**config.mk**
```make
export PLATFORM = sky130hd
export DESIGN_NAME = missController
export DESIGN_NICKNAME = d
export VERILOG_FILES = /design/src/hdl/coherentDCachePkg.sv /design/src/hdl/missController.sv
export SDC_FILE = /design/constraint.sdc
export NUM_CORES = 1
export LEC_CHECK = 0
export BUFFER_PORTS_ARGS = -buffer_cell sky130_fd_sc_hd__buf_2
export CAP_MARGIN = 20
export CORE_UTILIZATION = 44
export DETAILED_ROUTE_END_ITERATION = 12
export GPL_ROUTABILITY_DRIVEN = 0
export HOLD_SLACK_MARGIN = 0.06
export PLACE_DENSITY = 0.85
export SETUP_SLACK_MARGIN = 0.02
export SYNTH_ARGS = -nofsm -noshare
export SYNTH_HDL_FRONTEND = slang
export SYNTH_SLANG_ARGS = --single-unit
```
**constraint.sdc**
```tcl
create_clock -name clock -period 2.2 [get_ports clock]
set_input_delay 0.44 -clock clock [delete_from_list [all_inputs] [get_ports clock]]
set_output_delay 0.44 -clock clock [all_outputs]
set_load 0.03 [all_outputs]
```
**src/hdl/coherentDCachePkg.sv**
```systemverilog
package coherentDCachePkg;

  // geometry of the CPU address and of a cache line
  localparam int addrWidth = 31;
  localparam int dataWidth = 32;
  localparam int wordsPerLine = 8;
  localparam int offsetBits = 3;
  localparam int coreIdWidth = 4;

  // slot types seen on the ring
  typedef enum logic [3:0] {
    slotToken = 4'd1,
    slotAddress = 4'd2,
    slotWriteData = 4'd3,
    slotNull = 4'd7
  } slotType_t;

  typedef enum logic [1:0] {
    lineInvalid = 2'd0,
    lineShared = 2'd1,
    lineModified = 2'd3
  } lineState_t;

  // one access walks these in order, skipping what it does not need
  typedef enum logic [3:0] {
    phaseIdle,
    phaseLookup,
    phaseWaitToken,
    phaseWaitTrain,
    phaseSendRead,
    phaseSendData,
    phaseSendWriteback,
    phaseWaitFill,
    phaseComplete
  } ctrlPhase_t;

endpackage

```
**src/hdl/missController.sv**
```systemverilog
`timescale 1ns/1ps

module missController #(
  parameter int indexBits = 7
) (
  input  logic clock,
  input  logic reset,
  input  logic [coherentDCachePkg::addrWidth-1:0] aq,
  input  logic read,
  input  logic selDCache,
  input  logic [coherentDCachePkg::addrWidth - indexBits
                - coherentDCachePkg::offsetBits - 1:0] tagOut,
  input  coherentDCachePkg::lineState_t stateOut,
  input  logic tokenSeen,
  input  logic [7:0] trainLength,
  input  logic fillDone,
  output coherentDCachePkg::ctrlPhase_t phase,
  output logic [indexBits-1:0] index,
  output logic writeTag,
  output logic writeState,
  output coherentDCachePkg::lineState_t stateIn,
  output logic [indexBits+coherentDCachePkg::offsetBits-1:0] cpuAddr,
  output logic cpuWrite,
  output logic fillActive,
  output logic exclusive,
  output logic dirtyFlush,
  output logic [27:0] victimLine,
  output logic [coherentDCachePkg::offsetBits-1:0] flushOffset,
  output logic done,
  output logic wrq,
  output logic rwq
);
  import coherentDCachePkg::*;

  localparam int lineBits = indexBits + offsetBits;

  ctrlPhase_t nextPhase;
  logic [7:0] trainCount;
  logic settle;
  logic hit;
  logic [offsetBits-1:0] readOffset;

  assign index = aq[lineBits-1:offsetBits];

  // a write only hits a line it already owns
  assign hit = (tagOut == aq[addrWidth-1:lineBits]) &&
               (read ? (stateOut != lineInvalid) : (stateOut == lineModified));

  // victim words are addressed one cycle ahead of the slot that carries them
  always_comb begin
    if (phase == phaseSendRead) begin
      readOffset = '0;
    end else if (phase == phaseSendData) begin
      readOffset = flushOffset + 1'b1;
    end else begin
      readOffset = aq[offsetBits-1:0];
    end
  end
  assign cpuAddr = {index, readOffset};

  assign done = (phase == phaseComplete);
  assign wrq = done && read;
  assign rwq = done && !read;
  assign cpuWrite = done && !read;
  assign fillActive = (phase == phaseWaitFill) && !settle;

  always_comb begin
    writeTag = 1'b0;
    writeState = 1'b0;
    stateIn = lineInvalid;
    if (phase == phaseLookup && !hit) begin
      // new tag goes in at once and the line stays unusable until filled
      writeTag = 1'b1;
      writeState = 1'b1;
      stateIn = read ? lineShared : lineInvalid;
    end else if (done && !read) begin
      writeState = 1'b1;
      stateIn = lineModified;
    end
  end

  always_comb begin
    nextPhase = phase;
    case (phase)
      phaseIdle: begin
        if (selDCache) nextPhase = phaseLookup;
      end
      phaseLookup: begin
        nextPhase = hit ? phaseComplete : phaseWaitToken;
      end
      phaseWaitToken: begin
        if (tokenSeen) begin
          nextPhase = (trainLength == 8'd0) ? phaseSendRead : phaseWaitTrain;
        end
      end
      phaseWaitTrain: begin
        if (trainCount == 8'd1) nextPhase = phaseSendRead;
      end
      phaseSendRead: begin
        nextPhase = dirtyFlush ? phaseSendData : phaseWaitFill;
      end
      phaseSendData: begin
        if (flushOffset == offsetBits'(wordsPerLine - 1)) nextPhase = phaseSendWriteback;
      end
      phaseSendWriteback: begin
        nextPhase = phaseWaitFill;
      end
      phaseWaitFill: begin
        if (settle) nextPhase = phaseComplete;
      end
      default: begin
        nextPhase = phaseIdle;
      end
    endcase
  end

  always_ff @(posedge clock) begin
    if (reset) begin
      phase <= phaseIdle;
      trainCount <= '0;
      flushOffset <= '0;
      settle <= 1'b0;
      exclusive <= 1'b0;
      dirtyFlush <= 1'b0;
    end else begin
      phase <= nextPhase;
      // one spare cycle after the last fill word
      settle <= fillDone;
      if (phase == phaseLookup) begin
        exclusive <= !read;
        dirtyFlush <= (stateOut == lineModified);
        flushOffset <= '0;
      end else if (phase == phaseSendData) begin
        flushOffset <= flushOffset + 1'b1;
      end
      if (phase == phaseWaitToken && tokenSeen) begin
        trainCount <= trainLength;
      end else if (phase == phaseWaitTrain) begin
        trainCount <= trainCount - 1'b1;
      end
    end
  end

  // old tag and index of the line being replaced
  always_ff @(posedge clock) begin
    if (phase == phaseLookup) begin
      victimLine <= {tagOut, index};
    end
  end

endmodule

```
==> out/metrics.cfg <==
[clock_tree]
tritoncts=yes
worstSkewPairLatency_ns=0.29
numCtsBuffers=5
cts.clk_slew.worst_paths_ns=0.09
clock_sinks=46
root_buffer=clkbuf_8
cts_max_level=2
cts_buffer_depth=2

[die]
start_util=0.471
pin_count=131
die_area_um2=5480
die_w_um=74.0
chipHeight_um=74.0
rows=25
core-area_um2=4850

[global_route]
grt_pass1_vias=1967
antenna_found_initial=0
overflow=0
grt_use_total=0.223
grt_pass1_wl_mm=9.07
grt_max_degree=21

[sta]
finalSetupViolCount=1
setup-tns-final_ns=-0.0249
hold_viol_final=0
period_needed_ns=2.22
max_freq_ghz=0.449
worst_pin_slew_ns=0.444
relSlewSlack=0.702
slew_violations=0
rsz0062_at_grt=yes
setup_ws_ns=-0.0249
min_period_over_period=1.01
fin_worst_skew_ns=0.00570

[routing]
postRouteAntennaNets=0
drt_iter0_drc=130
wire_per_inst_um=14.3
drt-vias-per-instance=5.03
drc=0
drtPass1Iterations=4
num_vias=2078
wl_mm=5.91

[outcome]
violations=negative setup slack
outcome=finished with violations

[worst_hold_path]
min_to=victimLine[10]
hold_start=tagOut[3]
holdPathStages=1
hp-class=in -> reg

[yosys]
synth-async-reset-ratio=0
netlist_area_um2=2280
synth_most_common_cell=edfxtp_1
ys_top_cells_by_count=edfxtp_1, nand2_1, dfxtp_1
synth_edf_count=28
synth_top_area_cell=edfxtp_1
yosysWarnings=0
synth_top_area_frac=0.368
synth_flop_cell=edfxtp_1
synth_nets=288
avgSynthCellArea_um2=10.6
synth_cells=216
yosysSeqAreaShare=0.526
synth_seq_cells=46
synth_cell_types=43
synth.top_cells.by_area=edfxtp_1, dfxtp_1, xnor2_1

[finish]
final.fill_count=382
drive_gt1_frac=0.491
area_delta_synth_final_pct=42.8
n_antenna_cell=0
final_nets=417

[run]
maxCapViolations=0

[pwr]
power.density_nw_per_um2=1080
vdd_ir_drop_max_mv=0.689
total_leakage_power_nw=1.46

[worst_setup_path]
cp-end-kind=primary output
crit_arrival_ns=1.78
r2r_start=phase[1]
rrSetupSlack_ns=0.44
r2r_cells=5
cp-start-kind=input pin
path_class=in -> out
timing.rr.end=trainCount[0]
cp_max_fo=4
required_ns=1.76

[place]
hpwl_mm=4.47
pre_cts_slack_ns=-0.115
port_buffers=130

[area by class of cell]
| cell class | count | area (µm²) | share of cell area |
|---|---|---|---|
| clock buffers | 5 | 68.8 | 0.0211 |
| clock inverters | 3 | 63.8 | 0.0196 |
| repair buffers | 144 | 803 | 0.246 |
| well taps | 67 | 83.8 | 0.0257 |
| inverters | 6 | 22.5 | 0.00691 |
| multi-input cells | 142 | 1010 | 0.311 |
| flip-flops and latches | 46 | 1200 | 0.369 |
[state kept, by name, indices dropped and copies added (netlist names)]
| name | cells |
|---|---|
| exclusive | 1 |
| phase | 4 |
| settle | 1 |
| victimLine | 28 |
| dirtyFlush | 1 |
| trainCount | 8 |
| flushOffset | 3 |
[cell families (layout without fill, tap and decap cells)]
kind of cell    Yosys count  count (layout)  synth area share
compound gates           36              36             0.103
xor+xnor                 21              21            0.0806
fa+ha+maj                 4               4            0.0219
buf+inv                  28             158            0.0718
flops                    46              46             0.526
mux                       2               2           0.00877
simple gates             79              79             0.188
[critical path: stages]
cell,delay (ns)
buf_2,0.12
xnor2_2,0.13
nand4_1,0.17
a2111oi_4,0.23
buf_4,0.18
a31oi_4,0.10
or2_4,0.26
buf_6,0.14
[report_power, final]
part | internal (mW) | switching [mW] | leakage, nW
Clock | 0.450 | 0.280 | 0.0658
Sequential | 1.17 | 0.120 | 0.408
Combinational | 0.531 | 0.965 | 0.985
[metrics by stage]
step	instances	util	instance area, µm²	total power [mW]	hold WS (ns)
after floorplan	216	-	2330	2.30	0.471
after global placement	401	0.619	3000	2.68	0.467
after detailed placement	401	0.619	3000	2.72	0.466
after CTS	412	0.664	3220	3.50	0.310
after global routing	413	0.672	3260	3.70	0.302
final	413	0.672	3260	3.52	0.323
[layout by cell type, fill, tap and decap left out, types with 6 or more instances in the layout]
master	n
buf_4	15
edfxtp_1	28
a21oi_1	14
inv_1	6
nor2_1	15
dfxtp_1	16
buf_2	123
nand2_1	22
nand3_1	6
xnor2_1	12
[per-layer routing]
layer  track usage  routed length, µm  vias to the layer above
met5             0                  0                        -
met1         0.254               2410                      965
met2         0.396               3090                       70
met3        0.0528                293                       12
met4        0.0962                107                        0
li1              -                  -                     1031
[worst max path at each step]
| stage | from | end | slack [ns] | cells after the start |
|---|---|---|---|---|
| after floorplan | phase[3] | victimLine[0] | 0.03 | 4 |
| after global placement | aq[11] | writeState | -0.06 | 8 |
| after detailed placement | aq[12] | writeState | -0.11 | 8 |
| after CTS | tagOut[0] | writeState | -0.08 | 8 |
| after global routing | tagOut[3] | writeState | -0.10 | 8 |
| final | aq[13] | writeState | -0.02 | 8 |
[timing repair]
action,4_1_cts,5_1_grt
hold buffers,0,0
setup endpoints to repair,2,5
resized for setup,14,5
cloned,0,0
pin swaps,9,3
buffers inserted,3,1
Power figures use the tool's default switching activity.
