--- config.mk ---
export PLATFORM = sky130hd
export DESIGN_NAME = ringReceiver
export DESIGN_NICKNAME = d
export VERILOG_FILES = /design/src/hdl/coherentDCachePkg.sv /design/src/hdl/ringReceiver.sv
export SDC_FILE = /design/constraint.sdc
export NUM_CORES = 1
export LEC_CHECK = 0
export BUFFER_PORTS_ARGS = -buffer_cell sky130_fd_sc_hd__buf_4
export CORE_MARGIN = 1.5
export CORE_UTILIZATION = 22
export CTS_CLUSTER_DIAMETER = 40
export DETAILED_ROUTE_END_ITERATION = 12
export HOLD_SLACK_MARGIN = 0.12
export PLACE_DENSITY_LB_ADDON = 0.05
export SYNTH_ARGS = -nofsm -noshare
export SYNTH_HDL_FRONTEND = slang
export SYNTH_SLANG_ARGS = --single-unit
--- constraint.sdc ---
create_clock -name clock -period 1.26 [get_ports clock]
set_input_delay 0.063 -clock clock [delete_from_list [all_inputs] [get_ports clock]]
set_output_delay 0.063 -clock clock [all_outputs]
set_load 0.05 [all_outputs]
--- src/hdl/coherentDCachePkg.sv ---
package coherentDCachePkg;

  // geometry of the CPU address and of a cache line
  localparam int addrWidth = 31;
  localparam int dataWidth = 32;
  localparam int wordsPerLine = 8;
  localparam int offsetBits = 3;
  localparam int coreIdWidth = 4;

  // slot types seen on the ring
  typedef enum logic [3:0] {
    slotToken = 4'd1,
    slotAddress = 4'd2,
    slotWriteData = 4'd3,
    slotNull = 4'd7
  } slotType_t;

  typedef enum logic [1:0] {
    lineInvalid = 2'd0,
    lineShared = 2'd1,
    lineModified = 2'd3
  } lineState_t;

  // one access walks these in order, skipping what it does not need
  typedef enum logic [3:0] {
    phaseIdle,
    phaseLookup,
    phaseWaitToken,
    phaseWaitTrain,
    phaseSendRead,
    phaseSendData,
    phaseSendWriteback,
    phaseWaitFill,
    phaseComplete
  } ctrlPhase_t;

endpackage

--- src/hdl/ringReceiver.sv ---
`timescale 1ns/1ps

module ringReceiver (
  input  logic clock,
  input  logic reset,
  input  logic [coherentDCachePkg::coreIdWidth-1:0] coreId,
  input  coherentDCachePkg::slotType_t slotTypeIn,
  input  logic [coherentDCachePkg::dataWidth-1:0] ringIn,
  input  logic [coherentDCachePkg::dataWidth-1:0] rdReturn,
  input  logic [coherentDCachePkg::coreIdWidth-1:0] rdDest,
  input  logic fillActive,
  output logic tokenSeen,
  output logic [7:0] trainLength,
  output logic fillWrite,
  output logic [coherentDCachePkg::offsetBits-1:0] fillOffset,
  output logic [coherentDCachePkg::dataWidth-1:0] fillData,
  output logic fillDone
);
  import coherentDCachePkg::*;

  logic [offsetBits-1:0] beatCount;

  // token word carries the pending train length in its low byte
  assign tokenSeen = (slotTypeIn == slotToken);
  assign trainLength = ringIn[7:0];

  // beats for other cores share the return ring and are ignored
  assign fillWrite = fillActive && (rdDest == coreId);
  assign fillOffset = beatCount;
  assign fillData = rdReturn;
  assign fillDone = fillWrite && (beatCount == offsetBits'(wordsPerLine - 1));

  // wraps back to zero after the last word of the line
  always_ff @(posedge clock) begin
    if (reset) begin
      beatCount <= '0;
    end else if (fillWrite) begin
      beatCount <= beatCount + 1'b1;
    end
  end

endmodule

==> flow_metrics.py, run 1 <==
metrics = {
    "place": {
        "hpwl_microns": 783,
        "placed_area_sq_um": 449,
        "io_buffers": 20,
        "dp_slack_ns": 0.0588,
        "gp_congestion": 0.609,
    },
    "setup_path": {
        "cp.arrival_ns": 1.16,
        "critical_path.max_fanout": 3,
        "crit_required_ns": 1.20,
        "cp_common_cell": "ha_2",
        "path_class": "flip-flop to primary output",
        "worst_setup_path_start_kind": "flip-flop",
        "cp-end-kind": "primary output",
        "path_cells": "ha_2, ha_2, and2_4, buf_8",
        "r2r_cells": 4,
        "critical-path-max-stage-delay_ns": 0.33,
        "r2r-start": "fillOffset[0]$_SDFFE_PP0P_",
        "slowest_stage": "dfxtp_2",
        "worst_r2r_endpoint": "fillOffset[2]$_SDFFE_PP0P_",
        "worst-r2r-setup-slack_ns": 0.24,
    },
    "sta": {
        "period_share_pct": 97.1,
        "timing.hold.ws_ns": 0.126,
        "tightestPinTransition_ns": 0.266,
        "hold_violations": 0,
        "fmax_ghz": 0.818,
        "setup_viol": 0,
        "finClkSkew_ns": 0.00293,
        "period_needed_ns": 1.22,
        "layout_setup_ws_ns": 0.0369,
        "max_slew_margin_pct": 82.1,
        "drv_slew": 0,
    },
    "floorplanning": {
        "initial_core_util_pct": 23.6,
        "rows": 17,
        "core_sq_um": 2250,
        "die_y_microns": 52.2,
        "dieArea_sq_um": 2720,
        "die_x_microns": 52.2,
        "io_pins": 125,
    },
    "clocking": {
        "cts.htree.levels": 1,
        "clock-root-buffer": "clkbuf_4",
        "clock_latency_ns": 0.23,
        "cts_buffers": 3,
        "postCtsHoldBufs": 0,
        "clkSlewWorstSetupHoldPaths_ns": 0.04,
        "numClockSinks": 3,
        "clock_path_buffers": 2,
        "cts_tree": "yes",
    },
    "global_routing": {
        "grt_pass1_wl_mm": 1.48,
        "grt_use_met2_pct": 11.8,
        "grt_util_met1_pct": 5.35,
        "gr-usage-met3_pct": 6.90,
        "busiest_layer": "met2",
        "grt_use_total_pct": 7.75,
        "grt-ovfl-total": 0,
        "grt_max_degree": 7,
        "antenna_found_initial": 0,
        "grt_pass1_vias": 334,
    },
    "logic_synthesis": {
        "syn-num-nets": 143,
        "ys_top_cells_by_area": "buf_4, dfxtp_1, xor2_1, ha_1, nand2b_1",
        "netlist_instances": 62,
        "ys_seq_area_share_pct": 11.3,
        "synth_cell_types": 14,
        "yosysTopAreaCell": "buf_4",
        "synth_seq_cells": 3,
        "synthesis.area_sq_um": 532,
        "yosysWarnings": 0,
        "yosys.area.top_type_share_pct": 56.5,
        "syn_avg_cell_area_sq_um": 8.58,
    },
    "route": {
        "routed_via_density": 3.80,
        "drt-total-wl_mm": 1.05,
        "wl_per_cell_microns": 13.2,
        "first_pass_iters": 1,
        "drtIter0Drc": 0,
        "antenna_left": 0,
        "vias": 304,
        "drc": 0,
    },
    "run_status": {
        "status": "finished, final reports clean",
    },
    "layout": {
        "syn_to_final_growth_pct": 0.235,
        "drive_above_1_share_pct": 73.1,
        "nets": 134,
        "layout.cells.most_common": "buf_4",
        "final_cell_mix": "buf_4, nand2b_1, clkbuf_4",
        "largest_reg_flops": 3,
        "antenna_cells": 0,
        "finalInstanceArea_sq_um": 533,
    },
    "power": {
        "fin_total_pwr_w": 0.000373,
        "power_density_nw_per_um2": 699,
        "p_leak_nw": 0.241,
        "ir_drop_mv": 0.574,
    },
    "worst_hold_path": {
        "min_to": "fillData[16]",
        "min_from": "rdReturn[16]",
        "hold_path_depth": 0,
        "holdCritPathClass": "primary input to primary output",
    },
    "flow_run": {
        "cap_violations": 0,
    },
}
## per-stage QoR
step	std cells	setup TNS [ns]	utilization (%)
floorplan	62	-0.737	-
global placement	71	0	19.9
detailed placement	71	0	19.9
CTS	76	0	22.1
global route	80	-0.00393	23.6
finish	80	0	23.6
## cells in the mapped netlist (all sizes together)
library cell and number:
nor4 1, nand2 1, xnor2 1, nor4b 1, nor2b 1, and2 1
mux2i 2, nand2b 4, dfxtp 3, buf 40, nor2 1, xor2 3
ha 2, mux2 1
## power breakdown
group,internal (W),switching [W]
clock,0.000119,0.0000585
combinational,0.0000558,0.0000417
sequential,0.0000967,0.000000733
## worst max path at each step
stage | start | endpoint | cells after the start
after detailed placement | coreId[3] | fillDone | 5
after floorplan | coreId[3] | fillDone | 3
final | fillOffset[1]$_SDFFE_PP0P_ | fillDone | 4
after global routing | fillOffset[1]$_SDFFE_PP0P_ | fillDone | 4
after CTS | fillOffset[1]$_SDFFE_PP0P_ | fillDone | 4
after global placement | coreId[3] | fillWrite | 5
## what timing repair did
action	4_1_cts	5_1_grt
setup buffers	1	4
endpoints found under the hold margin	0	0
pin swaps	0	1
gates resized for setup	7	1
setup endpoints to repair	1	2
## routing by layer
metal | part of all wire, % | vias up | routed length (microns)
met5 | 0 | - | 0
met4 | 8.5 | 0 | 89
met3 | 16 | 14 | 169
met2 | 52 | 25 | 550
met1 | 23 | 128 | 242
li1 | - | 137 | -
## layout make-up
class | count | area (sq um)
Clock buffer | 4 | 26.3
Multi-Input combinational cell | 19 | 203
Sequential cell | 3 | 62.6
Timing Repair Buffer | 26 | 206
Tap cell | 28 | 35.0
Fill cell | 270 | 1720
## critical path, delay by kind of cell, from the launching register on
family | cells | cell delay (ns)
DFF | 1 | 0.33
buffers and inverters | 1 | 0.14
and+or+nand+nor | 1 | 0.14
adders and majority gates | 2 | 0.32
## cells by family (layout without fill, tap and decap cells)
group         Yosys count  in the layout  synth area share, %
buf+inv                40             30                 56.5
simple gates           10             10                 14.4
xor+xnor                4              4                 6.59
mux                     3              3                 6.59
flops                   3              3                 11.3
fa+ha+maj               2              2                 4.71
No activity file was read; power rests on OpenSTA's default activity.
==> inputs of run 2 (changes only) <==
--- a/config.mk
+++ b/config.mk
@@ -5,13 +5,14 @@
 export SDC_FILE = /design/constraint.sdc
 export NUM_CORES = 1
 export LEC_CHECK = 0
+export ABC_AREA = 1
 export BUFFER_PORTS_ARGS = -buffer_cell sky130_fd_sc_hd__buf_4
 export CORE_MARGIN = 1.5
-export CORE_UTILIZATION = 22
-export CTS_CLUSTER_DIAMETER = 40
+export CORE_UTILIZATION = 24
+export CTS_CLUSTER_DIAMETER = 80
 export DETAILED_ROUTE_END_ITERATION = 12
 export HOLD_SLACK_MARGIN = 0.12
-export PLACE_DENSITY_LB_ADDON = 0.05
+export PLACE_DENSITY = 0.81
 export SYNTH_ARGS = -nofsm -noshare
 export SYNTH_HDL_FRONTEND = slang
 export SYNTH_SLANG_ARGS = --single-unit
==> run 2 against run 1 <==
Routed wire length fell by 25%. Flip-flop and latch count stayed put. Fmax grew 3.5%. Final cell count increased by 31%. Clock power decreased by 8%. Setup slack better by 0.042 ns. Combinational power is 11% higher. Design area up 4.9%. Critical path depth increased by 1. Die area up 0.88%. Critical path type unchanged. Largest cell class is now multi-input combinational cells.
==> flow_metrics.py, run 2 <==
metrics = {
    "layout": {
        "layout.cells.most_common": "buf_4",
        "nFillCells": 265,
        "nets": 159,
        "antenna_cells": 0,
        "seq_area_sq_um": 66.3,
        "final_cell_mix": "buf_4, inv_1, nand2_1, nor2_1",
        "drive_above_1_share_pct": 44.2,
        "syn_to_final_growth_pct": -4.49,
        "stdcell_count": 105,
        "multi_input_area_sq_um": 196,
        "largest_reg_flops": 3,
    },
    "worst_hold_path": {
        "holdCritPathClass": "primary input to primary output",
        "min_from": "rdReturn[19]",
        "hold_path_depth": 0,
        "min_to": "fillData[19]",
    },
    "route": {
        "drtIter0Drc": 5,
        "vias": 371,
        "drt-total-wl_microns": 787,
        "wl_per_cell_microns": 7.50,
        "drc": 0,
        "top_layer_used": "met4",
        "antenna_left": 0,
        "first_pass_iters": 3,
        "met2WireLength_microns": 325,
        "dr_wl_met3_microns": 122,
        "routed_via_density": 3.53,
        "wl_met1_microns": 305,
    },
    "logic_synthesis": {
        "netlist_instances": 92,
        "ys_top_cells_by_area": "buf_4, inv_1, dfxtp_1, nand2_1, nor2_1",
        "synth_compound_area_share_pct": 0,
        "syn-num-nets": 173,
        "yosysWarnings": 0,
        "yosysMostFrequentCell": "buf_4",
        "synthesis.area_sq_um": 586,
        "yosysTopAreaCell": "buf_4",
        "synthFlopType": "dfxtp_1",
        "synth-xor-area-share_pct": 0,
        "yosys.area.top_type_share_pct": 51.3,
        "synth_adder_area_share_pct": 4.27,
        "synth_cell_types": 10,
        "ys_seq_area_share_pct": 10.3,
        "synth_seq_cells": 3,
        "yosys.area_share.simple_pct": 22.6,
        "synthMuxAreaShare_pct": 0,
        "synthArstFlopShare_pct": 0,
        "synth_top_family_by_area": "buffers and inverters",
        "synthTopCellsByCount": "buf_4, inv_1, nand2_1, nor2_1",
        "synth_edf_count": 0,
        "syn_avg_cell_area_sq_um": 6.36,
    },
    "clocking": {
        "clock-root-buffer": "clkbuf_4",
        "clkSlewWorstSetupHoldPaths_ns": 0.03,
        "clock_path_buffers": 2,
        "clock_latency_ns": 0.23,
        "cts.htree.levels": 1,
        "numClockSinks": 3,
        "cts_buffers": 3,
        "post-cts-setup-buffer-count": 0,
        "cts_tree": "yes",
    },
    "global_routing": {
        "grt_max_degree": 6,
        "grt_pass1_wl_mm": 1.27,
        "antenna_found_initial": 0,
        "grt_pass1_vias": 321,
        "grt-ovfl-total": 0,
        "grt_use_total_pct": 6.21,
    },
    "setup_path": {
        "r2r_cells": 6,
        "r2r-start": "fillOffset[0]$_SDFFE_PP0P_",
        "path_class": "flip-flop to primary output",
        "critical_path.max_fanout": 4,
        "cp.arrival_ns": 1.12,
        "worst-r2r-setup-slack_ns": 0.21,
        "worst_setup_path_start_kind": "flip-flop",
        "worst_r2r_endpoint": "fillOffset[2]$_SDFFE_PP0P_",
        "crit_required_ns": 1.20,
        "cp-end-kind": "primary output",
    },
    "place": {
        "gp_congestion": 0.603,
        "io_buffers": 20,
        "hpwl_microns": 671,
        "place_inst": 100,
    },
    "sta": {
        "setup_viol": 0,
        "tightestPinTransition_ns": 0.184,
        "period_needed_ns": 1.18,
        "finClkSkew_ns": 0.0000811,
        "fmax_ghz": 0.847,
        "max_slew_margin_pct": 87.7,
        "setup-tns-final_ns": 0,
        "rsz0062_at_grt": "false",
        "drv_slew": 0,
        "hold_violations": 0,
        "period_share_pct": 93.7,
    },
    "floorplanning": {
        "initial_core_util_pct": 26.0,
        "die_y_microns": 52.4,
        "rows": 17,
        "dieArea_sq_um": 2750,
        "die_x_microns": 52.4,
        "core_sq_um": 2250,
        "io_pins": 125,
    },
    "power": {
        "ir_drop_mv": 0.197,
        "power_density_nw_per_um2": 667,
        "p_leak_nw": 0.303,
    },
    "flow_run": {
        "cap_violations": 0,
    },
    "run_status": {
        "status": "finished, final reports clean",
    },
}
[run 2: cell count changes after synthesis, moves of 3 or more]
cell / previous run / this run
nor2_1: 1 / 7
xor2_1: 3 / 0
inv_1: 0 / 18
nand4_1: 0 / 3
nand2_1: 1 / 15
nand2b_1: 4 / 0
[run 2: kinds of logic (layout without fill, tap and decap cells)]
group	count (synthesis)	count (layout)
buffers and inverters	58	43
and+or+nand+nor	29	29
adders and majority gates	2	2
DFF	3	3
[run 2: layout make-up]
type                       instances  area share (%)
clock buffer                       4            4.70
inverter                          18            12.1
multi-input combinational         31            35.1
sequential                         3            11.9
tap                               28            6.26
timing repair buffer              21            30.0
[run 2: worst max-delay path by stage]
stage                     depth (start not counted)                       start                         end
after detailed placement                          6  fillOffset[0]$_SDFFE_PP0P_  fillOffset[2]$_SDFFE_PP0P_
after global routing                              5  fillOffset[0]$_SDFFE_PP0P_                    fillDone
final                                             5  fillOffset[0]$_SDFFE_PP0P_                    fillDone
after CTS                                         5  fillOffset[0]$_SDFFE_PP0P_                    fillDone
after global placement                            6  fillOffset[0]$_SDFFE_PP0P_  fillOffset[2]$_SDFFE_PP0P_
after floorplan                                   6  fillOffset[0]$_SDFFE_PP0P_  fillOffset[2]$_SDFFE_PP0P_
[run 2: per-layer routing]
metal / GRT usage (%) / vias up
li1: - / 200
met1: 6.48 / 142
met2: 7.92 / 19
met3: 3.71 / 10
met4: 6.84 / 0
met5: 0 / -
[run 2: power breakdown]
part / switching [W] / internal (W)
Combinational: 0.0000553 / 0.0000527
Sequential: 0.00000447 / 0.0000980
Clock: 0.0000444 / 0.000118
[run 2: repair_timing]
item                       CTS  global route
setup endpoints to repair    1             1
hold endpoints to repair     3             0
gates resized for setup      2             6
pin swaps                    0             1
hold buffers                 1             0
[run 2: through the flow]
step	instance area, sq um	power [W]	utilization, %	setup slack, ns	hold slack, ns
after global placement	488	0.000209	21.6	0.123	0.126
after floorplan	603	0.000503	-	0.0363	0.224
after detailed placement	488	0.000210	21.6	0.110	0.126
after global routing	559	0.000413	24.8	0.0335	0.126
after CTS	528	0.000385	23.4	0.00548	0.126
final	559	0.000373	24.8	0.0788	0.126
[run 2: worst max-delay path, stage by stage, from the launching register on]
cell     delay (ns)
dfxtp_4        0.35
ha_4           0.16
ha_4           0.14
inv_2          0.06
nor2_4         0.03
buf_8          0.14
